## config.mk

```make
export PLATFORM = sky130hd
export DESIGN_NAME = elink_loopback_top
export DESIGN_NICKNAME = d
export VERILOG_FILES = /design/src/logic/elink_pkg.sv /design/src/logic/elink_loopback_top.sv /design/src/logic/elink_to_fifo.sv /design/src/logic/dec_8b10b.sv /design/src/logic/fifo_to_elink.sv /design/src/logic/enc_8b10b.sv /design/src/logic/data_gen_elink_sm.sv /design/src/logic/sync_fifo.sv
export SDC_FILE = /design/constraint.sdc
export NUM_CORES = 1
export LEC_CHECK = 0
export ABC_AREA = 0
export BUFFER_PORTS_ARGS = -buffer_cell sky130_fd_sc_hd__buf_2
export CAP_MARGIN = 15
export CELL_PAD_IN_SITES_DETAIL_PLACEMENT = 1
export CELL_PAD_IN_SITES_GLOBAL_PLACEMENT = 1
export CORE_ASPECT_RATIO = 1.25
export CORE_MARGIN = 2
export CORE_UTILIZATION = 39
export CTS_CLUSTER_DIAMETER = 50
export CTS_CLUSTER_SIZE = 30
export DETAILED_ROUTE_END_ITERATION = 10
export PLACE_DENSITY = 0.62
export REMOVE_ABC_BUFFERS = 1
export SYNTH_ARGS = -nofsm -noshare
export SYNTH_HDL_FRONTEND = slang
export SYNTH_SLANG_ARGS = --single-unit
```

## constraint.sdc

```tcl
create_clock -name clk -period 40.3 [get_ports clk]
set_input_delay 2.015 -clock clk [delete_from_list [all_inputs] [get_ports clk]]
set_output_delay 2.015 -clock clk [all_outputs]
set_load 0.02 [all_outputs]
```

## src/logic/elink_pkg.sv

```systemverilog
package elink_pkg;

  // delimiter carried in the upper two bits of every e-link word.
  typedef enum logic [1:0] {
    DELIM_DATA  = 2'b00,
    DELIM_SOP   = 2'b01,
    DELIM_EOP   = 2'b10,
    DELIM_COMMA = 2'b11
  } elink_delim_e;

  typedef struct packed {
    elink_delim_e delim;
    logic [7:0]   data;
  } elink_word_t;

  typedef enum logic [1:0] {
    GEN_IDLE,
    GEN_SOP,
    GEN_DATA,
    GEN_EOP
  } gen_state_e;

  localparam logic [7:0] K28_5 = 8'hBC;
  localparam logic [7:0] K28_1 = 8'h3C;
  localparam logic [7:0] K28_6 = 8'hDC;

  // K28.5 in both disparities, bit 9 is the first code bit (a).
  localparam logic [9:0] COMMA_N = 10'h0FA;
  localparam logic [9:0] COMMA_P = 10'h305;

  localparam int TX_FIFO_DEPTH = 16;
  localparam int RX_FIFO_DEPTH = 16;
  localparam int SYM_BEATS     = 5;

  // 5b/6b code for EDCBA, given in its negative disparity form (abcdei).
  function automatic logic [5:0] code_6b(input logic [4:0] x);
    logic [5:0] c;
    case (x)
      5'd0:  c = 6'b100111;
      5'd1:  c = 6'b011101;
      5'd2:  c = 6'b101101;
      5'd3:  c = 6'b110001;
      5'd4:  c = 6'b110101;
      5'd5:  c = 6'b101001;
      5'd6:  c = 6'b011001;
      5'd7:  c = 6'b111000;
      5'd8:  c = 6'b111001;
      5'd9:  c = 6'b100101;
      5'd10: c = 6'b010101;
      5'd11: c = 6'b110100;
      5'd12: c = 6'b001101;
      5'd13: c = 6'b101100;
      5'd14: c = 6'b011100;
      5'd15: c = 6'b010111;
      5'd16: c = 6'b011011;
      5'd17: c = 6'b100011;
      5'd18: c = 6'b010011;
      5'd19: c = 6'b110010;
      5'd20: c = 6'b001011;
      5'd21: c = 6'b101010;
      5'd22: c = 6'b011010;
      5'd23: c = 6'b111010;
      5'd24: c = 6'b110011;
      5'd25: c = 6'b100110;
      5'd26: c = 6'b010110;
      5'd27: c = 6'b110110;
      5'd28: c = 6'b001110;
      5'd29: c = 6'b101110;
      5'd30: c = 6'b011110;
      default: c = 6'b101011;
    endcase
    return c;
  endfunction

  // 3b/4b code for HGF in negative disparity form (fghj), primary D.x.7.
  function automatic logic [3:0] code_4b(input logic [2:0] y);
    logic [3:0] c;
    case (y)
      3'd0: c = 4'b1011;
      3'd1: c = 4'b1001;
      3'd2: c = 4'b0101;
      3'd3: c = 4'b1100;
      3'd4: c = 4'b1101;
      3'd5: c = 4'b1010;
      3'd6: c = 4'b0110;
      default: c = 4'b1110;
    endcase
    return c;
  endfunction

endpackage
```

## src/logic/elink_loopback_top.sv

```systemverilog
module elink_loopback_top (
  input  logic                   clk,
  input  logic                   rst_n,
  input  logic                   loop_en,
  input  logic [7:0]             packet_len,
  input  logic                   rx_rd_en,
  output elink_pkg::elink_word_t rx_word,
  output logic                   rx_empty,
  output logic                   rx_aligned,
  output logic                   rx_code_err,
  output logic                   rx_overflow,
  output logic                   done
);

  elink_pkg::elink_word_t tx_word;
  logic       tx_wr_en;
  logic       tx_full;
  logic [1:0] link;

  data_gen_elink_sm u_gen (
    .clk        (clk),
    .rst_n      (rst_n),
    .loop_en    (loop_en),
    .packet_len (packet_len),
    .tx_full    (tx_full),
    .tx_wr_en   (tx_wr_en),
    .tx_word    (tx_word),
    .done       (done)
  );

  fifo_to_elink u_tx (
    .clk   (clk),
    .rst_n (rst_n),
    .wr_en (tx_wr_en),
    .din   (tx_word),
    .full  (tx_full),
    .link  (link)
  );

  elink_to_fifo u_rx (
    .clk      (clk),
    .rst_n    (rst_n),
    .link     (link),
    .rd_en    (rx_rd_en),
    .dout     (rx_word),
    .empty    (rx_empty),
    .aligned  (rx_aligned),
    .code_err (rx_code_err),
    .overflow (rx_overflow)
  );

endmodule

```

## src/logic/elink_to_fifo.sv

```systemverilog
module elink_to_fifo (
  input  logic                   clk,
  input  logic                   rst_n,
  input  logic [1:0]             link,
  input  logic                   rd_en,
  output elink_pkg::elink_word_t dout,
  output logic                   empty,
  output logic                   aligned,
  output logic                   code_err,
  output logic                   overflow
);

  logic [11:0] hist;
  logic [2:0]  bcnt;
  logic [2:0]  lock_phase;
  logic [2:0]  cand_phase;
  logic        lock_off;
  logic        cand_off;
  logic        cand_vld;
  logic        hit0;
  logic        hit1;
  logic        sym_load;
  logic        dec_vld;
  logic [7:0]  dec_dout;
  logic        dec_k;
  logic        dec_err;
  logic        bad_k;
  logic        keep;
  logic        fifo_full;
  logic        wr_en;
  elink_pkg::elink_word_t word;

  assign hit0 = (hist[11:2] == elink_pkg::COMMA_N) || (hist[11:2] == elink_pkg::COMMA_P);
  assign hit1 = (hist[10:1] == elink_pkg::COMMA_N) || (hist[10:1] == elink_pkg::COMMA_P);
  assign sym_load = aligned && (bcnt == lock_phase);

  dec_8b10b u_dec (
    .clk   (clk),
    .rst_n (rst_n),
    .load  (sym_load),
    .din   (lock_off ? hist[10:1] : hist[11:2]),
    .dout  (dec_dout),
    .k     (dec_k),
    .err   (dec_err)
  );

  always_comb
  begin
    word.data  = dec_dout;
    word.delim = elink_pkg::DELIM_DATA;
    keep       = !dec_err;
    bad_k      = 1'b0;
    if (dec_k)
    begin
      case (dec_dout)
        elink_pkg::K28_1: word.delim = elink_pkg::DELIM_SOP;
        elink_pkg::K28_6: word.delim = elink_pkg::DELIM_EOP;
        elink_pkg::K28_5: keep = 1'b0;
        default:
        begin
          keep  = 1'b0;
          bad_k = 1'b1;
        end
      endcase
    end
  end

  assign wr_en = dec_vld && keep && !fifo_full;

  sync_fifo #(.DEPTH(elink_pkg::RX_FIFO_DEPTH)) u_rx_fifo (
    .clk   (clk),
    .rst_n (rst_n),
    .wr_en (wr_en),
    .rd_en (rd_en),
    .din   (word),
    .dout  (dout),
    .full  (fifo_full),
    .empty (empty)
  );

  always_ff @(posedge clk or negedge rst_n)
  begin
    if (!rst_n)
    begin
      hist       <= '0;
      bcnt       <= '0;
      aligned    <= 1'b0;
      lock_off   <= 1'b0;
      lock_phase <= '0;
      cand_vld   <= 1'b0;
      cand_off   <= 1'b0;
      cand_phase <= '0;
      dec_vld    <= 1'b0;
      code_err   <= 1'b0;
      overflow   <= 1'b0;
    end
    else
    begin
      // the first received pair ends up lowest once a symbol has shifted in.
      hist    <= {link, hist[11:2]};
      bcnt    <= (bcnt == 3'(elink_pkg::SYM_BEATS - 1)) ? '0 : bcnt + 3'd1;
      dec_vld <= sym_load;
      if (!aligned && (hit0 || hit1))
      begin
        if (cand_vld && cand_off == !hit0 && cand_phase == bcnt)
        begin
          aligned    <= 1'b1;
          lock_off   <= !hit0;
          lock_phase <= bcnt;
        end
        cand_vld   <= 1'b1;
        cand_off   <= !hit0;
        cand_phase <= bcnt;
      end
      if (dec_vld && (dec_err || bad_k))
      begin
        code_err <= 1'b1;
      end
      if (dec_vld && keep && fifo_full)
      begin
        overflow <= 1'b1;
      end
    end
  end

endmodule

```

## src/logic/dec_8b10b.sv

```systemverilog
module dec_8b10b (
  input  logic       clk,
  input  logic       rst_n,
  input  logic       load,
  input  logic [9:0] din,
  output logic [7:0] dout,
  output logic       k,
  output logic       err
);

  logic       rd;
  logic       first;
  logic [5:0] six;
  logic [3:0] four;
  logic [4:0] x;
  logic [2:0] y;
  logic       k28;
  logic       ok6;
  logic       ok4;
  logic       rd_mid;
  logic       rd_end;
  logic       disp_err;

  assign six  = din[9:4];
  assign k28  = (six == 6'b001111) || (six == 6'b110000);
  // K28 in positive form carries an inverted 4b code.
  assign four = (six == 6'b110000) ? ~din[3:0] : din[3:0];

  always_comb
  begin
    logic [5:0] c6;
    logic [3:0] c4;
    x   = 5'd28;
    y   = '0;
    ok6 = k28;
    ok4 = 1'b0;
    for (int i = 31; i >= 0; i--)
    begin
      c6 = elink_pkg::code_6b(5'(i));
      if (six == c6 || (six == ~c6 && ($countones(c6) != 3 || c6 == 6'b111000)))
      begin
        x   = 5'(i);
        ok6 = 1'b1;
      end
    end
    for (int j = 7; j >= 0; j--)
    begin
      c4 = elink_pkg::code_4b(3'(j));
      if (four == c4 || (four == ~c4 && ($countones(c4) != 2 || c4 == 4'b1100)))
      begin
        y   = 3'(j);
        ok4 = 1'b1;
      end
    end
    if (four == 4'b0111 || four == 4'b1000)
    begin
      y   = 3'd7;
      ok4 = 1'b1;
    end

    // an unbalanced block must move the running disparity the other way.
    disp_err = 1'b0;
    rd_mid   = rd;
    if ($countones(six) != 3)
    begin
      disp_err = ($countones(six) > 3) == rd;
      rd_mid   = $countones(six) > 3;
    end
    rd_end = rd_mid;
    if ($countones(din[3:0]) != 2)
    begin
      disp_err = disp_err || (($countones(din[3:0]) > 2) == rd_mid);
      rd_end   = $countones(din[3:0]) > 2;
    end
  end

  always_ff @(posedge clk or negedge rst_n)
  begin
    if (!rst_n)
    begin
      rd    <= 1'b0;
      first <= 1'b1;
      err   <= 1'b0;
    end
    else if (load)
    begin
      rd    <= rd_end;
      first <= 1'b0;
      err   <= !ok6 || !ok4 || (disp_err && !first);
    end
  end

  always_ff @(posedge clk)
  begin
    if (load)
    begin
      dout <= {y, x};
      k    <= k28;
    end
  end

endmodule

```

## src/logic/fifo_to_elink.sv

```systemverilog
module fifo_to_elink (
  input  logic                   clk,
  input  logic                   rst_n,
  input  logic                   wr_en,
  input  elink_pkg::elink_word_t din,
  output logic                   full,
  output logic [1:0]             link
);

  elink_pkg::elink_word_t fifo_dout;
  logic       fifo_empty;
  logic       pop;
  logic       enc_load;
  logic [7:0] enc_din;
  logic       enc_k;
  logic [9:0] enc_dout;
  logic [2:0] beat;
  logic [9:0] sreg;

  // the encoder is loaded two beats before the end so its output is ready to shift.
  assign enc_load = (beat == 3'(elink_pkg::SYM_BEATS - 2));
  assign pop      = enc_load && !fifo_empty;

  always_comb
  begin
    enc_k   = 1'b1;
    enc_din = elink_pkg::K28_5;
    if (!fifo_empty)
    begin
      case (fifo_dout.delim)
        elink_pkg::DELIM_DATA:
        begin
          enc_k   = 1'b0;
          enc_din = fifo_dout.data;
        end
        elink_pkg::DELIM_SOP: enc_din = elink_pkg::K28_1;
        elink_pkg::DELIM_EOP: enc_din = elink_pkg::K28_6;
        default:              enc_din = elink_pkg::K28_5;
      endcase
    end
  end

  sync_fifo #(.DEPTH(elink_pkg::TX_FIFO_DEPTH)) u_tx_fifo (
    .clk   (clk),
    .rst_n (rst_n),
    .wr_en (wr_en),
    .rd_en (pop),
    .din   (din),
    .dout  (fifo_dout),
    .full  (full),
    .empty (fifo_empty)
  );

  enc_8b10b u_enc (
    .clk   (clk),
    .rst_n (rst_n),
    .load  (enc_load),
    .din   (enc_din),
    .k     (enc_k),
    .dout  (enc_dout)
  );

  assign link = sreg[1:0];

  always_ff @(posedge clk or negedge rst_n)
  begin
    if (!rst_n)
    begin
      beat <= '0;
      sreg <= '0;
    end
    else if (beat == 3'(elink_pkg::SYM_BEATS - 1))
    begin
      beat <= '0;
      sreg <= enc_dout;
    end
    else
    begin
      beat <= beat + 3'd1;
      sreg <= {2'b00, sreg[9:2]};
    end
  end

endmodule

```

## src/logic/enc_8b10b.sv

```systemverilog
module enc_8b10b (
  input  logic       clk,
  input  logic       rst_n,
  input  logic       load,
  input  logic [7:0] din,
  input  logic       k,
  output logic [9:0] dout
);

  logic       rd;
  logic       rd_mid;
  logic       rd_end;
  logic [4:0] x;
  logic [2:0] y;
  logic [5:0] six;
  logic [3:0] four;
  logic       alt7;

  assign x = din[4:0];
  assign y = din[7:5];

  // alternate D.x.7 avoids a run of five equal bits across the block boundary.
  assign alt7 = !k && (y == 3'd7) &&
                ((!rd_mid && (x == 5'd17 || x == 5'd18 || x == 5'd20)) ||
                 (rd_mid && (x == 5'd11 || x == 5'd13 || x == 5'd14)));

  always_comb
  begin
    six = k ? 6'b001111 : elink_pkg::code_6b(x);
    if (rd && ($countones(six) != 3 || six == 6'b111000))
    begin
      six = ~six;
    end
    rd_mid = ($countones(six) != 3) ? ~rd : rd;

    four = alt7 ? 4'b0111 : elink_pkg::code_4b(y);
    if (k)
    begin
      // K28.y inverts its balanced 4b code when the 6b block ended negative.
      if (!rd_mid)
      begin
        four = ~four;
      end
    end
    else if (rd_mid && ($countones(four) != 2 || four == 4'b1100))
    begin
      four = ~four;
    end
    rd_end = ($countones(four) != 2) ? ~rd_mid : rd_mid;
  end

  always_ff @(posedge clk or negedge rst_n)
  begin
    if (!rst_n)
    begin
      rd <= 1'b0;
    end
    else if (load)
    begin
      rd <= rd_end;
    end
  end

  always_ff @(posedge clk)
  begin
    if (load)
    begin
      dout <= {six, four};
    end
  end

endmodule

```

## src/logic/data_gen_elink_sm.sv

```systemverilog
module data_gen_elink_sm (
  input  logic                   clk,
  input  logic                   rst_n,
  input  logic                   loop_en,
  input  logic [7:0]             packet_len,
  input  logic                   tx_full,
  output logic                   tx_wr_en,
  output elink_pkg::elink_word_t tx_word,
  output logic                   done
);

  elink_pkg::gen_state_e state;
  logic [7:0] payload;
  logic [7:0] byte_cnt;
  logic [7:0] len_q;

  // a word is offered in every state but idle and written once there is room.
  assign tx_wr_en = (state != elink_pkg::GEN_IDLE) && !tx_full;
  assign done     = (state == elink_pkg::GEN_EOP) && tx_wr_en;

  always_comb
  begin
    case (state)
      elink_pkg::GEN_SOP:
      begin
        tx_word.delim = elink_pkg::DELIM_SOP;
        tx_word.data  = elink_pkg::K28_1;
      end
      elink_pkg::GEN_EOP:
      begin
        tx_word.delim = elink_pkg::DELIM_EOP;
        tx_word.data  = elink_pkg::K28_6;
      end
      default:
      begin
        tx_word.delim = elink_pkg::DELIM_DATA;
        tx_word.data  = payload;
      end
    endcase
  end

  always_ff @(posedge clk or negedge rst_n)
  begin
    if (!rst_n)
    begin
      state    <= elink_pkg::GEN_IDLE;
      payload  <= '0;
      byte_cnt <= '0;
      len_q    <= 8'd1;
    end
    else
    begin
      case (state)
        elink_pkg::GEN_IDLE:
        begin
          if (loop_en)
          begin
            state <= elink_pkg::GEN_SOP;
          end
        end
        elink_pkg::GEN_SOP:
        begin
          if (tx_wr_en)
          begin
            len_q    <= packet_len;
            byte_cnt <= '0;
            state    <= elink_pkg::GEN_DATA;
          end
        end
        elink_pkg::GEN_DATA:
        begin
          if (tx_wr_en)
          begin
            payload  <= payload + 8'd1;
            byte_cnt <= byte_cnt + 8'd1;
            if (byte_cnt == len_q - 8'd1)
            begin
              state <= elink_pkg::GEN_EOP;
            end
          end
        end
        default:
        begin
          if (tx_wr_en)
          begin
            state <= loop_en ? elink_pkg::GEN_SOP : elink_pkg::GEN_IDLE;
          end
        end
      endcase
    end
  end

  a_word_held : assert property (@(posedge clk) disable iff (!rst_n)
    (state != elink_pkg::GEN_IDLE && tx_full) |=> $stable(tx_word));

endmodule

```

## src/logic/sync_fifo.sv

```systemverilog
module sync_fifo #(
  parameter int DEPTH = 16
) (
  input  logic                  clk,
  input  logic                  rst_n,
  input  logic                  wr_en,
  input  logic                  rd_en,
  input  elink_pkg::elink_word_t din,
  output elink_pkg::elink_word_t dout,
  output logic                  full,
  output logic                  empty
);

  localparam int AW = (DEPTH > 1) ? $clog2(DEPTH) : 1;

  elink_pkg::elink_word_t mem [DEPTH];
  logic [AW-1:0] wr_ptr;
  logic [AW-1:0] rd_ptr;
  logic [AW:0]   count;
  logic          do_wr;
  logic          do_rd;

  assign do_wr = wr_en && !full;
  assign do_rd = rd_en && !empty;
  assign full  = (count == (AW+1)'(DEPTH));
  assign empty = (count == '0);
  assign dout  = mem[rd_ptr];

  always_ff @(posedge clk)
  begin
    if (do_wr)
    begin
      mem[wr_ptr] <= din;
    end
  end

  always_ff @(posedge clk or negedge rst_n)
  begin
    if (!rst_n)
    begin
      wr_ptr <= '0;
      rd_ptr <= '0;
      count  <= '0;
    end
    else
    begin
      if (do_wr)
      begin
        wr_ptr <= (wr_ptr == AW'(DEPTH - 1)) ? '0 : wr_ptr + 1'b1;
      end
      if (do_rd)
      begin
        rd_ptr <= (rd_ptr == AW'(DEPTH - 1)) ? '0 : rd_ptr + 1'b1;
      end
      count <= count + (AW+1)'(do_wr) - (AW+1)'(do_rd);
    end
  end

  a_no_write_full : assert property (@(posedge clk) disable iff (!rst_n) !(wr_en && full));
  a_no_read_empty : assert property (@(posedge clk) disable iff (!rst_n) !(rd_en && empty));

endmodule

```

==> results of run 1 <==
-- how the worst max path moves through the flow --
stage | from | to | slack (ns)
floorplan | u_tx.u_tx_fifo.rd_ptr[0]$_DFFE_PN0P_ | u_tx.u_enc.rd$_DFFE_PN0N_ | 26.64
global placement | u_tx.u_tx_fifo.rd_ptr[0]$_DFFE_PN0P_ | u_tx.u_enc.rd$_DFFE_PN0N_ | 26.02
detailed placement | u_tx.u_tx_fifo.rd_ptr[0]$_DFFE_PN0P_ | u_tx.u_enc.rd$_DFFE_PN0N_ | 25.44
CTS | u_tx.u_tx_fifo.rd_ptr[0]$_DFFE_PN0P_ | u_tx.u_enc.rd$_DFFE_PN0N_ | 25.43
global route | u_tx.u_tx_fifo.rd_ptr[0]$_DFFE_PN0P_ | u_tx.u_enc.rd$_DFFE_PN0N_ | 24.58
finish | u_tx.u_tx_fifo.rd_ptr[0]$_DFFE_PN0P_ | u_tx.u_enc.rd$_DFFE_PN0N_ | 25.51
-- cell usage in the layout (no fill, tap or decap), types with 6 or more instances in the layout --
master	count
a21o_1	12
a21oi_1	39
a22o_1	8
a31oi_1	13
a32o_1	6
and2_1	20
and3_1	14
buf_2	25
buf_4	26
clkbuf_16	38
dfrtp_1	90
edfxtp_1	339
fa_1	12
ha_1	74
inv_1	79
mux2_2	34
mux2i_1	19
mux4_2	85
nand2_1	87
nand2b_1	7
nand3_1	35
nand4_1	8
nor2_1	54
nor2b_1	17
nor3_1	25
o211ai_1	8
o21ai_0	47
or2_2	12
xnor2_1	35
xor2_1	19
-- registers in the layout, indices dropped and copies added, names as in the netlist, 5 cells and up --
signal	cells
u_rx.u_rx_fifo.mem	160
u_tx.u_tx_fifo.mem	160
u_rx.hist	11
u_tx.sreg	10
u_tx.u_enc.dout	10
u_gen.byte_cnt	8
u_gen.len_q	8
u_gen.payload	8
u_rx.u_dec.dout	8
u_rx.u_rx_fifo.count	5
u_tx.u_tx_fifo.count	5
-- per-layer routing --
metal | global-route usage | routed length [um] | up-vias
met5 | 0 | 0 | -
met4 | 0.0486 | 989 | 0
met3 | 0.0248 | 1240 | 62
met2 | 0.319 | 24100 | 146
met1 | 0.206 | 18600 | 5916
li1 | - | - | 5288
-- cell type report --
| class | instances | area [sq um] |
|---|---|---|
| multi-input combinational | 801 | 7260 |
| clock inverter | 25 | 347 |
| timing repair buffer | 52 | 332 |
| fill | 5243 | 29000 |
| tap | 665 | 832 |
| inverter | 81 | 304 |
| sequential | 435 | 12600 |
| clock buffer | 41 | 962 |
-- per-stage QoR --
step	cells	area [sq um]
CTS	2099	22600
global placement	2033	21300
global route	2100	22600
finish	2100	22600
floorplan	1317	20100
detailed placement	2033	21300
-- cell families after synthesis --
logic type | Yosys count
adders and majority gates | 86
buffers and inverters | 143
xor gates and xnor gates | 54
and+or+nand+nor | 317
DFF | 435
AOI/OAI and AO/OA | 203
muxes | 141
==> impl_metrics.yaml, run 1 <==
place:
  routabilityCongestion: 0.763
  post-place-ws_ns: 25.44
  dp_hpwl_mm: 30.3
  numPortBuffers: 26
yosys:
  synth_top_area_frac: 0.499
  ys_seq_area_frac: 0.617
  yosys.cell_count.top_type: "edfxtp_1"
  ys_seq_elements: 435
  synth_area_sq_um: 20400
  synth_cell_types: 83
  synthTopCellsByCount: "edfxtp_1 (339), dfrtp_1 (94), nand2_1 (87)"
  synth_edf_count: 339
  syn_area_per_cell_sq_um: 14.8
  yosys-mux-area-fraction: 0.125
  async_reset_ff_frac: 0.221
  yosys.area.top_type: "edfxtp_1"
  yosysWarnings: 0
  synthTopCellsByArea: "edfxtp_1 (50%), dfrtp_1 (12%), mux4_2 (9.4%), ha_1 (4.5%), mux2_2 (1.9%)"
  synth_top_family_by_area: "multiplexers"
  synth_simple_gate_area_frac: 0.0788
  synth_xor_area_frac: 0.0232
  synth-compound-area-share: 0.0696
  syn_inst: 1379
  synth-adder-area-share: 0.0571
  ys.flop_type: "edfxtp_1"
final_layout:
  drive_above_1_share: 0.190
  final_util: 0.438
  area.growth.synth_to_final_pct: 10.8
  final_nets: 1506
  n_antenna_cell: 0
critical_path:
  crit_path_frequent_cell: "ha_1"
  crit_cells: 52
  cp_slowest_cell: "mux4_2"
  critPathRequiredTime_ns: 40.71
  reg2reg_to: "u_tx.u_enc.rd$_DFFE_PN0N_"
  start_kind: "flop"
  ff2ff_setup_slack_ns: 25.51
  cp-end-kind: "flop"
  regToRegStartpoint: "u_tx.u_tx_fifo.rd_ptr[0]$_DFFE_PN0P_"
  path_delay_family: "adder cells"
  crit_type: "flop to flop"
  r2r_cells: 52
  cp_data_arrival_time_ns: 15.20
  critPathMaxFanout: 40
  critPathMaxStageDelay_ns: 0.60
  path_buf_inv: 9
sta:
  fmax_mhz: 67.6
  finalHoldViolCount: 0
  setup_viol: 0
  whs_ns: 0.315
  rsz0062_at_grt: "false"
  finalMaxSlewViolations: 0
  finClkSkew_ns: 0.0514
  worst_slack_ns: 25.51
  tns_ns: 0
  tightestPinTransition_ns: 1.06
  fin_crit_sh: 0.367
  relSlewSlack: 0.288
  period_needed_ns: 14.79
worst_hold_path:
  hold_path_depth: 0
  hp-class: "flop to flop"
  holdPathEnd: "u_rx.hist[11]$_DFF_PN0_"
  worstHoldStart: "u_tx.sreg[1]$_DFF_PN0_"
floorplan:
  coreArea_sq_um: 51700
  die_x_um: 209
  die_area_sq_um: 54200
  io_pins: 27
  die_h_um: 260
  start_util: 0.395
  fp-row-count: 93
flow_run:
  maxCapViolCount: 0
global_routing:
  grt_max_degree: 60
  track_usage: 0.171
  grt.overflow.total: 0
  grt_pass1_wl_mm: 72.0
  antenna_found_initial: 0
  grt_pass1_vias: 12500
drt:
  vias: 11400
  wl_per_cell_um: 21.4
  routed_wl_mm: 44.9
  dr.pass1.iters: 4
  viasPerCell: 5.43
  ant_nets: 0
  drt_iter0_markers: 624
  drc: 0
clock_network:
  htreeDepth: 2
  cts_resized: 0
  clockBufferDepth: 3
  cts.sinks: 435
  cts.clk_slew.worst_paths_ns: 0.08
  cts_tree: "done"
  clockRootBuffer: "clkbuf_16"
  cts_setup_buffers: 0
  clk-insertion-delay-late_ns: 0.57
  holdBufCountCts: 0
  cts_buffers: 37
run_status:
  outcome: "completed"
Power of run 1 is not shown: default switching activity piles up to over one toggle a cycle in this logic, so the estimate is an artifact.
==> run 2, diff against run 1 <==
==> constraint.sdc (replaced) <==
create_clock -name clk -period 14.6 [get_ports clk]
set_input_delay 0.73 -clock clk [delete_from_list [all_inputs] [get_ports clk]]
set_output_delay 0.73 -clock clk [all_outputs]
set_load 0.02 [all_outputs]
==> impl_metrics.yaml, run 2 (synthesized netlist as in run 1, its figures left out) <==
run_status:
  outcome: "completed"
critical_path:
  regToRegStartpoint: "u_tx.u_tx_fifo.rd_ptr[0]$_DFFE_PN0P_"
  cp_slowest_cell: "fa_1"
  crit_type: "flop to flop"
  critPathMaxFanout: 14
  critPathRequiredTime_ns: 15.02
  cp_data_arrival_time_ns: 14.06
  path_delay_family: "adder cells"
  ff2ff_setup_slack_ns: 0.96
  path_buf_inv: 8
  cp-end-kind: "flop"
  r2r_cells: 50
  reg2reg_to: "u_tx.u_enc.rd$_DFFE_PN0N_"
  start_kind: "flop"
  critPathMaxStageDelay_ns: 0.57
clock_network:
  cts.clk_slew.worst_paths_ns: 0.09
  cts.sinks: 435
  cts_tree: "done"
  holdBufCountCts: 0
  clockRootBuffer: "clkbuf_16"
  htreeDepth: 2
  cts_buffers: 37
  clk-insertion-delay-late_ns: 0.58
  clockBufferDepth: 3
drt:
  vias: 11500
  ant_nets: 0
  dr.pass1.iters: 4
  routed_wl_mm: 45.5
  wl_met3_mm: 1.17
  wirelength_met1_mm: 19.3
  routed.top_layer: "met4"
  drc: 0
  dr_wl_met2_mm: 24.1
  viasPerCell: 5.47
  drt_iter0_markers: 738
  wl_per_cell_um: 21.6
floorplan:
  die_x_um: 209
  die_area_sq_um: 54200
  coreArea_sq_um: 51700
  fp-row-count: 93
  io_pins: 27
  die_h_um: 260
  start_util: 0.395
sta:
  setup_viol: 0
  fmax_mhz: 73.3
  whs_ns: 0.100
  tightestPinTransition_ns: 1.12
  rsz0062_at_grt: "false"
  relSlewSlack: 0.249
  finClkSkew_ns: 0.0545
  tns_ns: 0
  finalHoldViolCount: 0
  worst_slack_ns: 0.957
  period_needed_ns: 13.64
  fin_crit_sh: 0.934
  finalMaxSlewViolations: 0
flow_run:
  maxCapViolCount: 0
final_layout:
  largestRegisters: "u_rx.u_rx_fifo.mem x160, u_tx.u_tx_fifo.mem x160, u_rx.hist x11"
  area.growth.synth_to_final_pct: 11.3
  finalNonFillerCells: 2109
  n_antenna_cell: 0
  mostFrequentLayoutCells: "edfxtp_1 (339), dfrtp_1 (89), nand2_1 (87), mux4_2 (85), inv_1 (79)"
  final_nets: 1514
  final_common_cell: "edfxtp_1"
  drive_above_1_share: 0.201
place:
  post-place-ws_ns: 0.0213
  dp_hpwl_mm: 30.5
  numPortBuffers: 26
  dp.cells: 2035
  routabilityCongestion: 0.788
worst_hold_path:
  hp-class: "primary input to asynchronous set/reset pin"
global_routing:
  grt_max_degree: 71
  grt_pass1_vias: 12200
  antenna_found_initial: 0
  track_usage: 0.170
  grt_pass1_wl_mm: 71.4
  grt.overflow.total: 0
[run 2: cell count changes in the layout (fill, tap and decap cells not counted), sizes merged]
cell	change
inv	+1
buf	+8
clkbuf	-2
bufinv	-4
clkinvlp	-4
clkinv	+10
[run 2: area by class of cell]
cell class                      count  area, sq um
Fill cell                        5185        29000
Clock inverter                     28          339
Tap cell                          665          832
Inverter                           81          308
Sequential cell                   435        12600
Clock buffer                       39          955
Multi-Input combinational cell    801         7300
Timing Repair Buffer               60          388
[run 2: worst reg2reg max path: cells and delay by family (launching register included)]
kind,cells,cell delay [ns]
AO/OA/AOI/OAI,12,3.17
XOR/XNOR,3,0.50
adder cells (fa/ha/maj),16,5.46
buffers and inverters,8,0.73
flip-flops,1,0.56
multiplexers,4,1.58
AND/OR/NAND/NOR,7,1.53
[run 2: metrics by stage]
| stage | instance area (sq um) | util |
|---|---|---|
| after floorplan | 20100 | - |
| after global placement | 21300 | 0.413 |
| after detailed placement | 21300 | 0.413 |
| after CTS | 22600 | 0.438 |
| after global routing | 22700 | 0.440 |
| final | 22700 | 0.440 |
[run 2: timing repair]
action | 4_1_cts | 5_1_grt
gates resized for setup | 1 | 11
buffers inserted | 0 | 7
endpoints found under the setup margin | 1 | 1
pin swaps | 0 | 0
[run 2: routing by layer]
metal,vias up,track usage
met4,0,0.0512
li1,5314,-
met2,134,0.315
met3,65,0.0202
met1,6014,0.209
met5,-,0
[run 2: worst max path at each step]
stage / startpoint / to / slack (ns) / cells after the start
after floorplan: u_tx.u_tx_fifo.rd_ptr[0]$_DFFE_PN0P_ / u_tx.u_enc.rd$_DFFE_PN0N_ / 0.94 / 51
after CTS: u_tx.u_tx_fifo.rd_ptr[0]$_DFFE_PN0P_ / u_tx.u_enc.rd$_DFFE_PN0N_ / 0.07 / 51
final: u_tx.u_tx_fifo.rd_ptr[0]$_DFFE_PN0P_ / u_tx.u_enc.rd$_DFFE_PN0N_ / 0.96 / 50
after detailed placement: u_tx.u_tx_fifo.rd_ptr[0]$_DFFE_PN0P_ / u_tx.u_enc.rd$_DFFE_PN0N_ / 0.02 / 51
after global routing: u_tx.u_tx_fifo.rd_ptr[0]$_DFFE_PN0P_ / u_tx.u_enc.rd$_DFFE_PN0N_ / 0.05 / 50
after global placement: u_tx.u_tx_fifo.rd_ptr[0]$_DFFE_PN0P_ / u_tx.u_enc.rd$_DFFE_PN0N_ / 0.59 / 51
Power of run 2 is left out for the same reason.
==> run 3, diff against run 2 <==
==> constraint.sdc (replaced) <==
create_clock -name clk -period 15.1 [get_ports clk]
set_input_delay 0.755 -clock clk [delete_from_list [all_inputs] [get_ports clk]]
set_output_delay 0.755 -clock clk [all_outputs]
set_load 0.02 [all_outputs]
==> impl_metrics.yaml, run 3 (synthesized netlist as in run 1, its figures left out) <==
critical_path:
  path_delay_family: "adder cells"
  r2r_cells: 51
  critPathMaxStageDelay_ns: 0.65
  crit_cells: 51
  cp-endpoint: "u_tx.u_enc.rd$_DFFE_PN0N_"
  cp_data_arrival_time_ns: 14.42
  cp-end-kind: "flop"
  critPathRequiredTime_ns: 15.52
  path_buf_inv: 9
  crit_type: "flop to flop"
  cp_slowest_cell: "dfrtp_4"
  ff2ff_setup_slack_ns: 1.10
  reg2reg_to: "u_tx.u_enc.rd$_DFFE_PN0N_"
  cp-startpoint: "u_tx.u_tx_fifo.rd_ptr[0]$_DFFE_PN0P_"
  start_kind: "flop"
  critPathMaxFanout: 16
  regToRegStartpoint: "u_tx.u_tx_fifo.rd_ptr[0]$_DFFE_PN0P_"
clock_network:
  cts.sinks: 435
  cts_setup_buffers: 0
  htreeDepth: 2
  clk-insertion-delay-late_ns: 0.58
  clockRootBuffer: "clkbuf_16"
  holdBufCountCts: 0
  cts_buffers: 39
  cts.clk_slew.worst_paths_ns: 0.09
  clockBufferDepth: 3
  cts_tree: "done"
drt:
  vias: 11600
  dr.pass1.iters: 5
  viasPerCell: 5.50
  drc: 0
  drt_iter0_markers: 815
  wl_per_cell_um: 21.5
  routed_wl_mm: 45.3
  ant_nets: 0
flow_run:
  maxCapViolCount: 0
final_layout:
  mostFrequentLayoutCells: "edfxtp_1 (339), dfrtp_1 (90), nand2_1 (87), mux4_2 (85), inv_1 (79)"
  final_util: 0.439
  drive_above_1_share: 0.196
  n_antenna_cell: 0
  final_common_cell: "edfxtp_1"
  final_nets: 1508
  area.growth.synth_to_final_pct: 11.2
  largestRegisters: "u_rx.u_rx_fifo.mem x160, u_tx.u_tx_fifo.mem x160, u_rx.hist x11"
sta:
  finalMaxSlewViolations: 0
  fin_crit_sh: 0.927
  fmax_mhz: 71.5
  finalHoldViolCount: 0
  relSlewSlack: 0.246
  tightestPinTransition_ns: 1.13
  tns_ns: 0
  rsz0062_at_grt: "false"
  finClkSkew_ns: 0.0508
  setup_viol: 0
  worst_slack_ns: 1.10
  period_needed_ns: 14.00
global_routing:
  track_usage: 0.171
  grt_max_degree: 71
  grt.overflow.total: 0
  grt_pass1_vias: 12400
  antenna_found_initial: 0
  grt_pass1_wl_mm: 72.0
floorplan:
  fp-row-count: 93
  die_area_sq_um: 54200
  start_util: 0.395
  io_pins: 27
  die_h_um: 260
  die_x_um: 209
  coreArea_sq_um: 51700
place:
  numPortBuffers: 26
  routabilityCongestion: 0.760
  post-place-ws_ns: 0.611
  dp_hpwl_mm: 30.6
worst_hold_path:
  hp-class: "primary input to asynchronous set/reset pin"
run_status:
  outcome: "completed"
==> run 3: changes by cell type in the layout (fill, tap and decap cells not counted), moves of 2 or more <==
cell        delta
inv_16         -2
clkinv_8       -3
clkinvlp_4     +2
clkbuf_16      +3
buf_4          -6
inv_6          -3
inv_8          +3
==> run 3: what timing repair did <==
action,4_1_cts,5_1_grt
endpoints found under the setup margin,0,1
resized for setup,0,5
hold endpoints to repair,0,0
==> run 3: cell type report <==
class	count	area, sq um
flip-flops and latches	435	12600
fillers	5206	29000
repair buffers	52	328
multi-input cells	801	7280
clock buffers	44	1050
inverters	81	304
clock inverters	27	303
well taps	665	832
==> run 3: metal layers <==
layer  global-route usage  share of wire  routed length, um
met1                0.214           0.43              19300
met2                0.311           0.52              23700
met3               0.0244          0.032               1430
met4               0.0435          0.018                834
met5                    0              0                  0
==> run 3: per-stage QoR <==
| stage | hold slack, ns | cells | instance area (sq um) |
|---|---|---|---|
| global placement | 0.340 | 2034 | 21300 |
| floorplan | 0.331 | 1317 | 20100 |
| CTS | 0.0955 | 2105 | 22700 |
| detailed placement | 0.339 | 2034 | 21300 |
| finish | 0.106 | 2105 | 22700 |
| global route | 0.109 | 2105 | 22700 |
==> run 3: worst min-delay path by stage <==
stage | startpoint | end | slack, ns
floorplan | u_tx.sreg[0]$_DFF_PN0_ | u_rx.hist[10]$_DFF_PN0_ | 0.33
global placement | u_tx.sreg[0]$_DFF_PN0_ | u_rx.hist[10]$_DFF_PN0_ | 0.34
detailed placement | u_tx.sreg[0]$_DFF_PN0_ | u_rx.hist[10]$_DFF_PN0_ | 0.34
CTS | rst_n | u_tx.u_tx_fifo.rd_ptr[0]$_DFFE_PN0P_ | 0.1
global route | rst_n | u_tx.u_tx_fifo.rd_ptr[0]$_DFFE_PN0P_ | 0.11
finish | rst_n | u_tx.u_tx_fifo.rd_ptr[0]$_DFFE_PN0P_ | 0.11
Power of run 3 is left out for the same reason.
